$ cat src/rtl/hazard_config.svh
`ifndef HAZARD_CONFIG_SVH
`define HAZARD_CONFIG_SVH

`define INSTR_WIDTH    32
`define REG_ADDR_WIDTH 5
`define FWD_SEL_WIDTH  4

`define LINK_REG 31 // Written by jal

`define OP_RTYPE  0
`define OP_REGIMM 1 // bltz, bgez
`define OP_J      2
`define OP_JAL    3
`define OP_BEQ    4
`define OP_BNE    5
`define OP_BLEZ   6
`define OP_BGTZ   7
`define OP_ADDI   8
`define OP_ADDIU  9
`define OP_ANDI   12
`define OP_ORI    13
`define OP_XORI   14
`define OP_LUI    15
`define OP_COP0   16
`define OP_LW     35
`define OP_SW     43

`define FN_JR   8
`define FN_JALR 9
`define FN_ERET 24 // Under OP_COP0

`endif

$ cat src/rtl/hazard_pkg.sv
`include "hazard_config.svh"

package hazard_pkg;

	typedef logic [`INSTR_WIDTH-1:0] instrWord_t;
	typedef logic [`REG_ADDR_WIDTH-1:0] regAddr_t;

	// What a stage will write back to the register file
	typedef enum logic [1:0] {
		provNone,
		provAlu,
		provMem,
		provLink
	} provider_t;

	typedef enum logic [1:0] {
		stE,
		stM,
		stW
	} stage_t;

	typedef enum logic [`FWD_SEL_WIDTH-1:0] {
		fwdNone  = 0, // Register file value
		fwdELink = 1,
		fwdMLink = 2,
		fwdWLink = 3,
		fwdEAlu  = 4,
		fwdMAlu  = 5,
		fwdWAlu  = 6,
		fwdWMem  = 7
	} fwdSel_t;

	typedef struct packed {
		regAddr_t rs;
		regAddr_t rt;
		regAddr_t dest; // Zero when nothing is written
		provider_t prov;
		logic useRs; // ALU operand A
		logic useRt; // ALU operand B
		logic isBranchTwo;
		logic isBranchOne;
		logic isJumpReg;
		logic isJump;
		logic isLoad;
		logic isStore;
		logic isEret;
	} stageInfo_t;

	typedef struct packed {
		logic pcWrite;
		logic writeD;
		logic writeE;
		logic writeM;
		logic flushD;
		logic flushE;
		logic flushM;
	} pipeCtrl_t;

endpackage

$ cat src/rtl/forwardSelect.sv
`timescale 1ns/1ps

module forwardSelect #(
	parameter hazard_pkg::stage_t nearest = hazard_pkg::stE // Earliest stage allowed to forward
) (
	input  hazard_pkg::regAddr_t   regNum,
	input  logic                   useOp,
	input  hazard_pkg::stageInfo_t infoE,
	input  hazard_pkg::stageInfo_t infoM,
	input  hazard_pkg::stageInfo_t infoW,
	output hazard_pkg::fwdSel_t    sel
);
	import hazard_pkg::*;

	localparam bit allowE = nearest == stE;
	localparam bit allowM = nearest != stW;

	function automatic logic hits(
		input stageInfo_t info,
		input provider_t kind,
		input regAddr_t num
	);
		return info.prov == kind && info.dest == num;
	endfunction

	always_comb
	begin
		sel = fwdNone;
		if (useOp && regNum != '0) // $zero always reads the file
		begin
			if (allowE && hits(infoE, provLink, regNum))
				sel = fwdELink;
			else if (allowM && hits(infoM, provLink, regNum))
				sel = fwdMLink;
			else if (hits(infoW, provLink, regNum))
				sel = fwdWLink;
			else if (allowE && hits(infoE, provAlu, regNum))
				sel = fwdEAlu;
			else if (allowM && hits(infoM, provAlu, regNum))
				sel = fwdMAlu;
			else if (hits(infoW, provAlu, regNum))
				sel = fwdWAlu;
			else if (hits(infoW, provMem, regNum))
				sel = fwdWMem; // Load data only exists from W
		end
	end

endmodule

$ cat src/rtl/hazardUnit.sv
`timescale 1ns/1ps

module hazardUnit (
	input  logic                   clk,
	input  logic                   rstN,
	input  hazard_pkg::instrWord_t instrD,
	input  hazard_pkg::instrWord_t instrE,
	input  hazard_pkg::instrWord_t instrM,
	input  hazard_pkg::instrWord_t instrW,
	input  logic                   branchOk,
	input  logic                   intReq,
	input  logic                   run,
	output hazard_pkg::fwdSel_t    selPcReg,
	output hazard_pkg::fwdSel_t    selCmpA,
	output hazard_pkg::fwdSel_t    selCmpB,
	output hazard_pkg::fwdSel_t    selAluA,
	output hazard_pkg::fwdSel_t    selAluB,
	output hazard_pkg::fwdSel_t    selStoreE,
	output hazard_pkg::fwdSel_t    selStoreM,
	output hazard_pkg::pipeCtrl_t  ctrl,
	output logic                   exlSet,
	output logic                   exlClr
);
	import hazard_pkg::*;

	stageInfo_t infoD;
	stageInfo_t infoE;
	stageInfo_t infoM;
	stageInfo_t infoW;

	instrClassifier uClassD (.instr(instrD), .info(infoD));
	instrClassifier uClassE (.instr(instrE), .info(infoE));
	instrClassifier uClassM (.instr(instrM), .info(infoM));
	instrClassifier uClassW (.instr(instrW), .info(infoW));

	// Consumers in D
	forwardSelect #(.nearest(stE)) uFwdPcReg (
		.regNum(infoD.rs), .useOp(infoD.isJumpReg),
		.infoE(infoE), .infoM(infoM), .infoW(infoW), .sel(selPcReg)
	);
	forwardSelect #(.nearest(stE)) uFwdCmpA (
		.regNum(infoD.rs), .useOp(infoD.isBranchOne || infoD.isBranchTwo),
		.infoE(infoE), .infoM(infoM), .infoW(infoW), .sel(selCmpA)
	);
	forwardSelect #(.nearest(stE)) uFwdCmpB (
		.regNum(infoD.rt), .useOp(infoD.isBranchTwo),
		.infoE(infoE), .infoM(infoM), .infoW(infoW), .sel(selCmpB)
	);

	// Consumers in E
	forwardSelect #(.nearest(stM)) uFwdAluA (
		.regNum(infoE.rs), .useOp(infoE.useRs),
		.infoE(infoE), .infoM(infoM), .infoW(infoW), .sel(selAluA)
	);
	forwardSelect #(.nearest(stM)) uFwdAluB (
		.regNum(infoE.rt), .useOp(infoE.useRt),
		.infoE(infoE), .infoM(infoM), .infoW(infoW), .sel(selAluB)
	);

	// Store data only takes W results
	forwardSelect #(.nearest(stW)) uFwdStoreE (
		.regNum(infoE.rt), .useOp(infoE.isStore),
		.infoE(infoE), .infoM(infoM), .infoW(infoW), .sel(selStoreE)
	);
	forwardSelect #(.nearest(stW)) uFwdStoreM (
		.regNum(infoM.rt), .useOp(infoM.isStore),
		.infoE(infoE), .infoM(infoM), .infoW(infoW), .sel(selStoreM)
	);

	stallControl uStall (
		.clk(clk),
		.rstN(rstN),
		.infoD(infoD),
		.infoE(infoE),
		.infoM(infoM),
		.branchOk(branchOk),
		.intReq(intReq),
		.run(run),
		.ctrl(ctrl),
		.exlSet(exlSet),
		.exlClr(exlClr)
	);

endmodule

$ cat src/rtl/instrClassifier.sv
`timescale 1ns/1ps
`include "hazard_config.svh"

module instrClassifier (
	input  hazard_pkg::instrWord_t instr,
	output hazard_pkg::stageInfo_t info
);
	import hazard_pkg::*;

	logic [5:0] opcode;
	logic [5:0] funct;
	regAddr_t rs;
	regAddr_t rt;
	regAddr_t rd;

	logic rtype;
	logic rtypeAlu;
	logic immAlu;
	logic load;
	logic store;
	logic jal;
	logic jalr;
	logic jr;

	assign opcode = instr[31:26];
	assign rs = instr[25:21];
	assign rt = instr[20:16];
	assign rd = instr[15:11];
	assign funct = instr[5:0];

	assign rtype = opcode == `OP_RTYPE;
	assign jr = rtype && funct == `FN_JR;
	assign jalr = rtype && funct == `FN_JALR;
	assign rtypeAlu = rtype && !jr && !jalr; // Shifts and nop land here too
	assign immAlu = opcode == `OP_ADDI || opcode == `OP_ADDIU || opcode == `OP_ANDI
		|| opcode == `OP_ORI || opcode == `OP_XORI || opcode == `OP_LUI;
	assign load = opcode == `OP_LW;
	assign store = opcode == `OP_SW;
	assign jal = opcode == `OP_JAL;

	always_comb
	begin
		info = '0;
		info.rs = rs;
		info.rt = rt;
		info.isBranchTwo = opcode == `OP_BEQ || opcode == `OP_BNE;
		info.isBranchOne = opcode == `OP_BLEZ || opcode == `OP_BGTZ || opcode == `OP_REGIMM;
		info.isJumpReg = jr || jalr;
		info.isJump = opcode == `OP_J || jal;
		info.isLoad = load;
		info.isStore = store;
		info.isEret = opcode == `OP_COP0 && funct == `FN_ERET;
		info.useRs = rtypeAlu || immAlu || load || store; // Base address for memory ops
		info.useRt = rtypeAlu;

		if (rtypeAlu)
		begin
			info.dest = rd;
			info.prov = provAlu;
		end
		else if (immAlu)
		begin
			info.dest = rt;
			info.prov = provAlu;
		end
		else if (load)
		begin
			info.dest = rt;
			info.prov = provMem;
		end
		else if (jal)
		begin
			info.dest = regAddr_t'(`LINK_REG);
			info.prov = provLink;
		end
		else if (jalr)
		begin
			info.dest = rd;
			info.prov = provLink;
		end
	end

endmodule

$ cat src/rtl/stallControl.sv
`timescale 1ns/1ps

module stallControl (
	input  logic                   clk,
	input  logic                   rstN,
	input  hazard_pkg::stageInfo_t infoD,
	input  hazard_pkg::stageInfo_t infoE,
	input  hazard_pkg::stageInfo_t infoM,
	input  logic                   branchOk,
	input  logic                   intReq,
	input  logic                   run,
	output hazard_pkg::pipeCtrl_t  ctrl,
	output logic                   exlSet,
	output logic                   exlClr
);
	import hazard_pkg::*;

	logic exl; // Inside the handler, no nesting
	logic needRsD;
	logic needRtD;
	logic execStall;
	logic decodeStall;
	logic hazardE;
	logic hazardM;
	logic redirect;

	function automatic logic regHit(input regAddr_t src, input regAddr_t dst);
		return src != '0 && src == dst;
	endfunction

	// Load result in M arrives too late for the ALU in E
	assign execStall = infoM.isLoad
		&& ((infoE.useRs && regHit(infoE.rs, infoM.dest))
		|| (infoE.useRt && regHit(infoE.rt, infoM.dest)));

	// Branch compare and jr target resolve in D
	assign needRsD = infoD.isBranchOne || infoD.isBranchTwo || infoD.isJumpReg;
	assign needRtD = infoD.isBranchTwo;

	assign hazardE = infoE.prov != provNone
		&& ((needRsD && regHit(infoD.rs, infoE.dest))
		|| (needRtD && regHit(infoD.rt, infoE.dest)));
	assign hazardM = infoM.isLoad
		&& ((needRsD && regHit(infoD.rs, infoM.dest))
		|| (needRtD && regHit(infoD.rt, infoM.dest)));
	assign decodeStall = hazardE || hazardM;

	assign redirect = ((infoD.isBranchOne || infoD.isBranchTwo) && branchOk)
		|| infoD.isJump || infoD.isJumpReg;

	always_comb
	begin
		ctrl = '0;
		exlSet = 1'b0;
		exlClr = 1'b0;
		if (run) // Low freezes every stage
		begin
			ctrl.pcWrite = 1'b1;
			ctrl.writeD = 1'b1;
			ctrl.writeE = 1'b1;
			ctrl.writeM = 1'b1;
			if (execStall)
			begin
				ctrl.pcWrite = 1'b0;
				ctrl.writeD = 1'b0;
				ctrl.writeE = 1'b0;
				ctrl.flushM = 1'b1; // Bubble into M
			end
			else if (decodeStall)
			begin
				ctrl.pcWrite = 1'b0;
				ctrl.writeD = 1'b0;
				ctrl.flushE = 1'b1;
			end
			else if (redirect)
			begin
				ctrl.flushD = 1'b0;
			end
			else if (infoD.isEret)
			begin
				ctrl.flushD = 1'b1;
				exlClr = 1'b1;
			end
			else if (intReq && !exl)
			begin
				ctrl.flushD = 1'b1; // Drop the instruction after the interrupt point
				exlSet = 1'b1;
			end
		end
	end

	always_ff @(posedge clk or negedge rstN)
	begin
		if (!rstN)
			exl <= 1'b0;
		else if (exlSet)
			exl <= 1'b1;
		else if (exlClr)
			exl <= 1'b0;
	end

	setClrExclusive: assert property (@(posedge clk) disable iff (!rstN)
		!(exlSet && exlClr))
		else $error("stallControl: exlSet and exlClr together");

	flushNotHeld: assert property (@(posedge clk) disable iff (!rstN)
		(!ctrl.flushD || ctrl.writeD) && (!ctrl.flushE || ctrl.writeE)
		&& (!ctrl.flushM || ctrl.writeM))
		else $error("stallControl: flush on a held stage %b", ctrl);

	// One entry per eret, and the flag follows on the next edge
	noNestedInt: assert property (@(posedge clk) disable iff (!rstN)
		exlSet |-> !exl ##1 exl)
		else $error("stallControl: interrupt entry while exception level set");

endmodule

$ cat config.mk
export PLATFORM = sky130hd
export DESIGN_NAME = hazardUnit
export DESIGN_NICKNAME = d
export VERILOG_FILES = /design/src/rtl/hazard_pkg.sv /design/src/rtl/forwardSelect.sv /design/src/rtl/hazardUnit.sv /design/src/rtl/instrClassifier.sv /design/src/rtl/stallControl.sv
export VERILOG_INCLUDE_DIRS = /design/src /design/src/rtl
export SDC_FILE = /design/constraint.sdc
export NUM_CORES = 1
export LEC_CHECK = 0
export ABC_AREA = 1
export BUFFER_PORTS_ARGS = -buffer_cell sky130_fd_sc_hd__buf_2
export CAP_MARGIN = 10
export CORE_MARGIN = 2
export CORE_UTILIZATION = 30
export DETAILED_ROUTE_END_ITERATION = 16
export SYNTH_ARGS = -nofsm -noshare
export SYNTH_HDL_FRONTEND = slang
export SYNTH_SLANG_ARGS = --single-unit
$ cat constraint.sdc
create_clock -name clk -period 3.2 [get_ports clk]
set_input_delay 0.64 -clock clk [delete_from_list [all_inputs] [get_ports clk]]
set_output_delay 0.64 -clock clk [all_outputs]
set_load 0.01 [all_outputs]
== Word level (Yosys, flattened, before mapping) ==
Cells that the tools add are included.

* Add/sub/neg operators: 0
* $mul: 0
* Divide/modulo/power cells: 0
* Order comparisons: 0
* Eq/ne operators: 67
* Shift operators: 0
* Multiplexer cells: 73
* Bitwise logic cells: 0
* Reductions and logical operators: 115

{| class="wikitable"
|+ Operators with widths
! operator !! number
|-
| equality test 6 x 4 -> 1 bit, second input constant || 26
|-
| 2-to-1 mux 4 bit || 30
|-
| 2-to-1 mux 7 bit || 16
|-
| equality test 5 bit || 17
|-
| logical AND 1 bit || 66
|-
| logical OR 1 bit || 31
|-
| equality test 6 x 2 -> 1 bit, second input constant || 5
|-
| equality test 6 bit, second input constant || 5
|-
| nonzero test 5 bit || 5
|-
| equality test 6 x 3 -> 1 bit, second input constant || 4
|-
| zero test 6 bit || 4
|-
| 2-to-1 mux 1 bit || 19
|-
| 2-to-1 mux 3 bit || 5
|-
| equality test 6 x 5 -> 1 bit, second input constant || 2
|-
| equality test 2 bit, second input constant || 4
|-
| zero test 1 bit || 7
|-
| equality test 2 x 1 -> 1 bit, second input constant || 3
|-
| equality test 6 x 1 -> 1 bit, second input constant || 1
|-
| 2-to-1 mux 2 bit || 3
|-
| nonzero test 2 bit || 2
|}

* Register bits: 1
* Latch bits: 0
* Bits in writable memories: 0
* ROM bits: 0
* Bits of input ports: 133
* Output and inout port bits: 37
* Word-level logic and storage cells: 256
* Memories kept: 0

== Logic depth before layout (Yosys ltp) ==
Gate-level depths: netlist (run 1).

* Word-level depth: 19
* Depth in mapped cells: 19
* Mapped depth without buffers: 19

== Hierarchy ==
Synthesis (run 1) repeated with hierarchy kept, for this count alone.

* Cells, all modules: 1024
* Area total of the unflattened synthesis: 5076.1 µm²

{| class="wikitable"
|+ Modules (own cells, without submodules)
! module !! instances !! cells each !! area each (µm²) !! seq. area each (µm²)
|-
| instrClassifier || 4 || 94 || 496.7 || 0.0
|-
| forwardSelect at uFwdCmpA ... || 3 || 88 || 427.9 || 0.0
|-
| stallControl || 1 || 167 || 775.7 || 25.0
|-
| forwardSelect at uFwdAluA ... || 2 || 70 || 347.8 || 0.0
|-
| forwardSelect at uFwdStoreE ... || 2 || 37 || 161.4 || 0.0
|-
| hazardUnit || 1 || 3 || 11.3 || 0.0
|}

== Worst setup path after synthesis (run 1) ==
No wires, ideal clock.

* Kind: input port to output port
* Start: input instrW[1]
* End: output selAluB[0]
* Data arrival time: 2213 ps
* Data required time: 2560 ps
* Setup slack: 347 ps
* Stages: 13
* Path buffers: 0
* Path through: or2_1 > nor2_2 > inv_1 > nand2_2 > nand3_1 > nand2_1 > nand2_2 > xor2_1 > nor3_2 > nand3_2 > nor2_1 > nor2_1 > nor3_1

* Word-level cells in the longest chain between the ends: 15
* Elaborated cells between the ends (all ways): 26

{| class="wikitable"
|+ Ends and longest elaborated chain
! what !! line !! source
|-
| start: declaration || hazardUnit.sv:9 || <nowiki>input hazard_pkg::instrWord_t instrW,</nowiki>
|-
| equality test 6 x 4 -> 1 bit (no source line) || -- ||
|-
| logical AND 1 bit (no source line) || -- ||
|-
| 2-to-1 mux 7 bit || instrClassifier.sv:76 || <nowiki>else if (jalr)</nowiki>
|-
| 2-to-1 mux 7 bit || instrClassifier.sv:71 || <nowiki>else if (jal)</nowiki>
|-
| 2-to-1 mux 7 bit || instrClassifier.sv:66 || <nowiki>else if (load)</nowiki>
|-
| 2-to-1 mux 7 bit || instrClassifier.sv:61 || <nowiki>else if (immAlu)</nowiki>
|-
| 2-to-1 mux 7 bit (*) || instrClassifier.sv:56 || <nowiki>if (rtypeAlu)</nowiki>
|-
| equality test 5 bit / equality test 2 bit (equally long branches) || forwardSelect.sv:23 || <nowiki>return info.prov == kind && info.dest == num;</nowiki>
|-
| logical AND 1 bit || forwardSelect.sv:23 ||
|-
| 2-to-1 mux 3 bit || forwardSelect.sv:43 || <nowiki>else if (hits(infoW, provMem, regNum))</nowiki>
|-
| 2-to-1 mux 4 bit || forwardSelect.sv:41 || <nowiki>else if (hits(infoW, provAlu, regNum))</nowiki>
|-
| 2-to-1 mux 4 bit || forwardSelect.sv:39 || <nowiki>else if (allowM && hits(infoM, provAlu, regNum))</nowiki>
|-
| 2-to-1 mux 4 bit (*) || forwardSelect.sv:35 || <nowiki>else if (hits(infoW, provLink, regNum))</nowiki>
|-
| 2-to-1 mux 4 bit (*) || forwardSelect.sv:33 || <nowiki>else if (allowM && hits(infoM, provLink, regNum))</nowiki>
|-
| 2-to-1 mux 4 bit (*) || forwardSelect.sv:29 || <nowiki>if (useOp && regNum != '0)</nowiki>
|-
| end: declaration || hazardUnit.sv:17 || <nowiki>output hazard_pkg::fwdSel_t selAluB,</nowiki>
|}

Every way passes the cells marked *; elsewhere a longest branch is shown, timed or not.

== Final worst setup path (run 1) ==
* Start: input instrM[27]
* End: output selPcReg[0]

* Word-level cells in the longest chain between the ends: 16
* Elaborated cells between the ends (all ways): 36

{| class="wikitable"
|+ Ends and longest elaborated chain
! what !! line !! source
|-
| start: declaration || hazardUnit.sv:8 || <nowiki>input hazard_pkg::instrWord_t instrM,</nowiki>
|-
| equality test 6 x 4 -> 1 bit (no source line) || -- ||
|-
| logical OR 1 bit (no source line) (5 in series) || -- ||
|-
| 2-to-1 mux 7 bit || instrClassifier.sv:61 ||
|-
| 2-to-1 mux 7 bit (*) || instrClassifier.sv:56 ||
|-
| equality test 5 bit / equality test 2 x 1 -> 1 bit (equally long branches) || forwardSelect.sv:23 ||
|-
| logical AND 1 bit || forwardSelect.sv:23 ||
|-
| 2-to-1 mux 4 bit || forwardSelect.sv:39 ||
|-
| 2-to-1 mux 4 bit || forwardSelect.sv:37 || <nowiki>else if (allowE && hits(infoE, provAlu, regNum))</nowiki>
|-
| 2-to-1 mux 4 bit || forwardSelect.sv:35 ||
|-
| 2-to-1 mux 4 bit (*) || forwardSelect.sv:33 ||
|-
| 2-to-1 mux 4 bit (*) || forwardSelect.sv:31 || <nowiki>if (allowE && hits(infoE, provLink, regNum))</nowiki>
|-
| 2-to-1 mux 4 bit (*) || forwardSelect.sv:29 ||
|-
| end: declaration || hazardUnit.sv:13 || <nowiki>output hazard_pkg::fwdSel_t selPcReg,</nowiki>
|}

Marked as above.

==> qor.yml, run 1 <==
cts:
  number_of_hold_buffers_added_after_cts: 0
  clkSlewWorstSetupHoldPaths_ps: 0
  clock_insertion_delay_worst_skew_ps: 0
synth:
  synthesis.area_um2: 2600
  top_ff_cell_synth: "sky130_fd_sc_hd__dfrtp_1"
  synth-seq-area-share: 0.00962
  synth_top_cells_by_area: "sky130_fd_sc_hd__nand2_1, sky130_fd_sc_hd__nand3_1, sky130_fd_sc_hd__inv_1, sky130_fd_sc_hd__nor2_1, sky130_fd_sc_hd__nand4_1"
  avgSynthCellArea_um2: 4.83
  proportion_of_synthesized_flip_flops_having_asynchronous_set_or_reset: 1.00
  ffs_latches_synth: 1
  synth_enable_flop_cells: 0
  yosys_warnings: 0
  post-synth-top-count-cell: "sky130_fd_sc_hd__nand2_1"
  library_cells_used_by_synthesis: 33
  yosys-top-cells-count: "sky130_fd_sc_hd__nand2_1, sky130_fd_sc_hd__inv_1, sky130_fd_sc_hd__nor2_1"
  synthesis.instances: 538
  synth_top_area_frac: 0.230
  post-synth-top-area-cell: "sky130_fd_sc_hd__nand2_1"
worst_setup_path:
  r2r_cells: 6
  critical_path_most_common_cell: "sky130_fd_sc_hd__nand2_1"
  timing.critical_path.cells: "buf_2 > nand2_1 > inv_2 > nand3_2 > nand2_4 > buf_4 > a21oi_4 > nand2_4 > buf_4 > nand3_1 > nand2_2 > nor2_4 > nand4_1 > nand2_1 > nand2_1 > nand2_1 > nand2_1 > a21oi_1 > buf_2"
  worstPathArrival_ps: 2620
  ff2ff_setup_slack_ps: 2160
  critical_path.endpoint_type: "primary output"
  timing.critical_path.required_ps: 2560
  critical_path_peak_fanout: 4
  timing_worst_setup_path_type: "in2out"
  critPathBufInv: 5
  slowest_delay_ps: 170
  crit_family: "simple AND/OR/NAND/NOR gates"
  worst_path_max_delay_cell: "sky130_fd_sc_hd__nand4_1"
  type_of_origin_of_the_critical_path: "input port"
  cp.depth: 19
pwr:
  comb_power_share: 0.949
  sequential_cell_fraction_of_total_power: 0.051
  pwr_density_cell_nw_per_um2: 103
  post-layout-total-power_w: 0.000449
  switching_share: 0.572
  netSwitchingPower_w: 0.000257
  total_leakage_power_nw: 2.45
  worst_ir_drop_vdd_mv: 0.0540
  clock_power_share: 0
  internal_power_w: 0.000192
final_layout:
  fill_cells: 878
  seqCellArea_um2: 25.0
  final_cell_area_um2: 4370
  largest_reg_flops: 1
  syn_to_final_growth_pct: 68.0
  largest-register: "uStall.exl"
  postLayoutCoreUtil: 0.526
  biggest_registers_after_layout: "uStall.exl x1"
  finish.net_count: 843
  multi_input_comb_area_um2: 2840
  drive_above_1_share: 0.501
  antenna_cells_inserted: 0
detailed_routing:
  pre_antenna_drt_iters: 4
  wl_per_cell_um: 13.8
  route.detailed.vias_per_inst: 4.96
  finalWirelength_mm: 11.2
  num_vias: 4036
  violation_count_after_the_first_detailed_routing_iteration: 204
  route.antenna.remaining_nets: 0
  drc: 0
sta:
  maximum_clock_rate_mhz: 306
  clock_skew_ps: 0
  final_slew_violations: 0
  max_slew_margin: 0.586
  post-route-min-period_ps: 3260
  minimum_setup_slack_in_the_final_design_ps: -64.6
  setup_repair_after_global_routing_missed_its_margin: "yes"
  hold_viol_final: 0
  whs_ps: 416
  least_margin_pin_slew_ps: 614
  min_period_over_period: 1.02
  setup_viol: 4
flow_run:
  max_cap_violations: 0
place:
  place_area_um2: 3520
  place.gp.congestion: 0.920
  numPortBuffers: 127
  detailed_place_hpwl_mm: 8.90
  placement.setup.worst_slack_ps: -74.8
min_path:
  worstHoldPathType: "in2async"
grt:
  grt_overflow_total: 0
  via_count_of_the_first_global_routing_pass: 3617
  grt_first_pass_wirelength_mm: 16.4
  antenna_found_initial: 0
  gr-usage-all-layers: 0.205
  pin_count_of_the_biggest_net_entering_global_routing: 8
run_status:
  run_status: "finished, violations left"
  violations: "setup timing"
die:
  io_pins: 170
  die_width_um: 97.1
  core-area_um2: 8300
  design.die.area_um2: 9430
  std_cell_rows: 33
  initial_standard_cell_utilization_of_the_core: 0.313
  floorplan_die_height_um: 97.1
==> routing by layer <==
metal | share of wire | vias to the layer above | track usage
li1 | - | 2037 | -
met1 | 0.44 | 1862 | 0.281
met2 | 0.50 | 123 | 0.369
met3 | 0.043 | 14 | 0.0101
met4 | 0.017 | 0 | 0.0173
met5 | 0 | - | 0
==> path summary, 6_finish.rpt <==
kind | from | endpoint
hold / removal | rstN | uStall.exl
hold reg to reg | uStall.exl | uStall.exl
setup / recovery | instrM[27] | selPcReg[0]
min in group clk | uStall.exl | uStall.exl
setup reg to reg | uStall.exl | uStall.exl
max in group asynchronous | rstN | uStall.exl
==> layout make-up <==
cell class                 instances  share of cell area
inverter                          83              0.0747
multi-input combinational        451               0.651
timing repair buffer             173               0.239
tap                              105              0.0301
sequential                         1             0.00573
==> cells in the final DEF, fill, tap and decap left out, types with 6 or more instances in the layout <==
cell type / synthesis / layout
sky130_fd_sc_hd__a21oi_2: 3 / 11
sky130_fd_sc_hd__xor2_1: 14 / 9
sky130_fd_sc_hd__nand2_2: 18 / 46
sky130_fd_sc_hd__inv_1: 76 / 67
sky130_fd_sc_hd__nand2_4: 5 / 23
sky130_fd_sc_hd__nor2_4: 2 / 23
sky130_fd_sc_hd__nand2_1: 159 / 112
sky130_fd_sc_hd__conb_1: 1 / 7
sky130_fd_sc_hd__inv_4: 0 / 6
sky130_fd_sc_hd__buf_6: 0 / 7
sky130_fd_sc_hd__buf_2: 0 / 122
sky130_fd_sc_hd__nand3_1: 64 / 50
sky130_fd_sc_hd__nor2_2: 15 / 23
sky130_fd_sc_hd__nand4_1: 21 / 21
sky130_fd_sc_hd__nor3_1: 14 / 13
sky130_fd_sc_hd__a21oi_1: 25 / 15
sky130_fd_sc_hd__inv_2: 7 / 10
sky130_fd_sc_hd__buf_4: 9 / 41
sky130_fd_sc_hd__nor2_1: 72 / 43
sky130_fd_sc_hd__nand3_2: 5 / 16
==> power by group through the flow <==
stage | combinational (W) | clock [W] | sequential (W)
global placement | 0.000325 | 0 | 0.0000228
finish | 0.000426 | 0 | 0.0000230
floorplan | 0.000191 | 0 | 0.0000219
detailed placement | 0.000332 | 0 | 0.0000225
CTS | 0.000348 | 0 | 0.0000231
global route | 0.000465 | 0 | 0.0000234
==> worst register-to-register path: cells and delay by family (launching register included) <==
| family | cells | cell delay [ps] |
|---|---|---|
| flops | 1 | 360 |
| compound gates | 1 | 130 |
| simple gates | 4 | 380 |
| buf+inv | 1 | 50 |
==> through the flow <==
| step | instances | setup TNS [ps] |
|---|---|---|
| after global routing | 813 | -2450 |
| final | 813 | -155 |
| after detailed placement | 793 | -727 |
| after global placement | 793 | -286 |
| after CTS | 795 | -20.0 |
| after floorplan | 544 | 0 |
==> timing repair <==
action / CTS / global route
gates resized for setup: 30 / 164
setup endpoints to repair: 15 / 28
buffers inserted: 2 / 18
pin swaps: 6 / 70
==> cell families after synthesis <==
| kind of cell | after synthesis | synth area share |
|---|---|---|
| xor gates and xnor gates | 15 | 0.0505 |
| and+or+nand+nor | 392 | 0.713 |
| AOI/OAI and AO/OA | 37 | 0.0799 |
| other | 1 | 0.00144 |
| buffers and inverters | 92 | 0.146 |
| DFF | 1 | 0.00962 |
Power figures use the tool's default switching activity.
==> inputs of run 2 (changes only) <==
--- a/config.mk
+++ b/config.mk
@@ -6,12 +6,11 @@
 export SDC_FILE = /design/constraint.sdc
 export NUM_CORES = 1
 export LEC_CHECK = 0
-export ABC_AREA = 1
-export BUFFER_PORTS_ARGS = -buffer_cell sky130_fd_sc_hd__buf_2
 export CAP_MARGIN = 10
 export CORE_MARGIN = 2
 export CORE_UTILIZATION = 30
 export DETAILED_ROUTE_END_ITERATION = 16
+export DONT_BUFFER_PORTS = 1
 export SYNTH_ARGS = -nofsm -noshare
 export SYNTH_HDL_FRONTEND = slang
 export SYNTH_SLANG_ARGS = --single-unit
==> qor.yml, run 2 <==
run_status:
  run_status: "finished, violations left"
  violations: "setup timing"
die:
  std_cell_rows: 32
  io_pins: 170
  design.die.area_um2: 8700
  initial_standard_cell_utilization_of_the_core: 0.310
  core-area_um2: 7730
  floorplan_die_height_um: 93.3
  die_width_um: 93.3
sta:
  min_period_over_period: 1.19
  setup_viol: 30
  hold_viol_final: 0
  post-route-min-period_ps: 3810
  least_margin_pin_slew_ps: 593
  final.setup.tns_ps: -13790
  maximum_clock_rate_mhz: 262
  setup_repair_after_global_routing_missed_its_margin: "yes"
  clock_skew_ps: 0
  max_slew_margin: 0.605
  minimum_setup_slack_in_the_final_design_ps: -614
  final_slew_violations: 0
synth:
  ffs_latches_synth: 1
  synthesis.instances: 370
  synth_top_area_frac: 0.0659
  synthesis.area_um2: 2390
  yosys-top-cells-count: "sky130_fd_sc_hd__nor2_1, sky130_fd_sc_hd__nand2_1, sky130_fd_sc_hd__a21oi_1"
  top_ff_cell_synth: "sky130_fd_sc_hd__dfrtp_1"
  library_cells_used_by_synthesis: 70
  post-synth-top-area-cell: "sky130_fd_sc_hd__xnor2_1"
  yosys_warnings: 0
  avgSynthCellArea_um2: 6.47
  proportion_of_synthesized_flip_flops_having_asynchronous_set_or_reset: 1.00
  synth_top_cells_by_area: "sky130_fd_sc_hd__xnor2_1, sky130_fd_sc_hd__xor2_1, sky130_fd_sc_hd__a21oi_1, sky130_fd_sc_hd__nand3_1, sky130_fd_sc_hd__nor2_1"
  synth-seq-area-share: 0.0105
  synth_enable_flop_cells: 0
  post-synth-top-count-cell: "sky130_fd_sc_hd__nor2_1"
grt:
  antenna_found_initial: 0
  via_count_of_the_first_global_routing_pass: 3416
  pin_count_of_the_biggest_net_entering_global_routing: 8
  grt_overflow_total: 0
  grt_first_pass_wirelength_mm: 16.2
  gr-usage-all-layers: 0.229
detailed_routing:
  finalWirelength_mm: 10.7
  drc: 0
  route.antenna.remaining_nets: 0
  pre_antenna_drt_iters: 4
  route.detailed.vias_per_inst: 5.82
  num_vias: 3393
  violation_count_after_the_first_detailed_routing_iteration: 155
  wl_per_cell_um: 18.3
worst_setup_path:
  setup.worst_path.start: "instrM[31]"
  r2r_start: "uStall.exl"
  type_of_origin_of_the_critical_path: "input port"
  critical_path.endpoint_type: "primary output"
  critical_path_peak_fanout: 7
  worst_path_max_delay_cell: "sky130_fd_sc_hd__or4_4"
  worstPathArrival_ps: 3170
  timing.critical_path.cells: "or4_4 > nor3_4 > buf_6 > buf_6 > nand3_4 > nand2_4 > xor2_2 > or4_4 > o32a_1 > and3_4 > and3_4"
  timing_worst_setup_path_type: "in2out"
  timing.critical_path.required_ps: 2560
  slowest_delay_ps: 530
place:
  place_area_um2: 3410
  detailed_place_hpwl_mm: 8.50
  dp_cells: 556
  numPortBuffers: 0
  place.gp.congestion: 0.904
  placement.setup.worst_slack_ps: -640
pwr:
  pwr_density_cell_nw_per_um2: 78.5
  worst_ir_drop_vdd_mv: 0.0497
  total_leakage_power_nw: 1.60
cts:
  clock_insertion_delay_worst_skew_ps: 0
  clkSlewWorstSetupHoldPaths_ps: 0
  number_of_hold_buffers_added_after_cts: 0
final_layout:
  drive_above_1_share: 0.522
  biggest_registers_after_layout: "uStall.exl x1"
  antenna_cells_inserted: 0
  largest-register: "uStall.exl"
  most_frequent_standard_cell_in_the_layout_excluding_fill_and_tap_cells: "sky130_fd_sc_hd__buf_4"
  syn_to_final_growth_pct: 74.3
  fill_cells: 686
  final_cell_mix: "sky130_fd_sc_hd__buf_4, sky130_fd_sc_hd__nand2_1, sky130_fd_sc_hd__nor2_1, sky130_fd_sc_hd__a21oi_1"
  postLayoutCoreUtil: 0.540
  largest_reg_flops: 1
  finish.net_count: 616
  post_layout_nonfiller_instances: 583
  final_cell_area_um2: 4170
min_path:
  worstHoldPathType: "in2async"
flow_run:
  max_cap_violations: 0
run 2: layout make-up:
cell class	instances	area (µm²)	area share
multi-input cells	343	3000	0.719
repair buffers	120	950	0.228
well taps	102	128	0.0306
inverters	17	68.8	0.0165
flip-flops and latches	1	25.0	0.00600
run 2: kinds of logic after synthesis:
family                 synth area share
multiplexers                    0.00418
buffers and inverters            0.0696
AO/OA/AOI/OAI                     0.282
flip-flops                       0.0105
AND/OR/NAND/NOR                   0.504
other                           0.00157
XOR/XNOR                          0.128
run 2: path summary, 6_finish.rpt:
check                              to  slack [ps]  depth (start not counted)
min in group clk           uStall.exl         530                          2
max reg2reg                uStall.exl        2510                          2
min                        uStall.exl         340                          0
max                           ctrl[2]        -610                         11
min reg2reg                uStall.exl         530                          2
max in group asynchronous  uStall.exl        2790                          0
run 2: layer usage:
| layer | vias up | routed length [µm] | track usage |
|---|---|---|---|
| met5 | - | 0 | 0 |
| met4 | 0 | 358 | 0.0760 |
| met3 | 27 | 926 | 0.0314 |
| met2 | 159 | 5380 | 0.411 |
| met1 | 1590 | 4030 | 0.280 |
| li1 | 1617 | - | - |
run 2: critical path: cells and delay by family:
family / cells / cell delay [ps]
buffers and inverters: 2 / 290
AOI/OAI and AO/OA: 1 / 390
and+or+nand+nor: 7 / 1780
xor gates and xnor gates: 1 / 80
run 2: metrics by stage:
step	hold WS, ps	power, W
global route	344	0.000349
global placement	344	0.000253
finish	344	0.000327
floorplan	344	0.000185
CTS	344	0.000297
detailed placement	344	0.000259
run 2: power breakdown:
part | switching (W) | internal (W) | leakage, nW
sequential | 0.00000000635 | 0.0000129 | 0.00875
clock | 0 | 0 | 0
combinational | 0.000153 | 0.000161 | 1.59
total | 0.000153 | 0.000174 | 1.60
run 2: what timing repair did:
item / in CTS / in global routing
cloned: 0 / 0
setup buffers: 20 / 10
gates resized for setup: 62 / 49
endpoints found under the setup margin: 30 / 30
pin swaps: 33 / 32
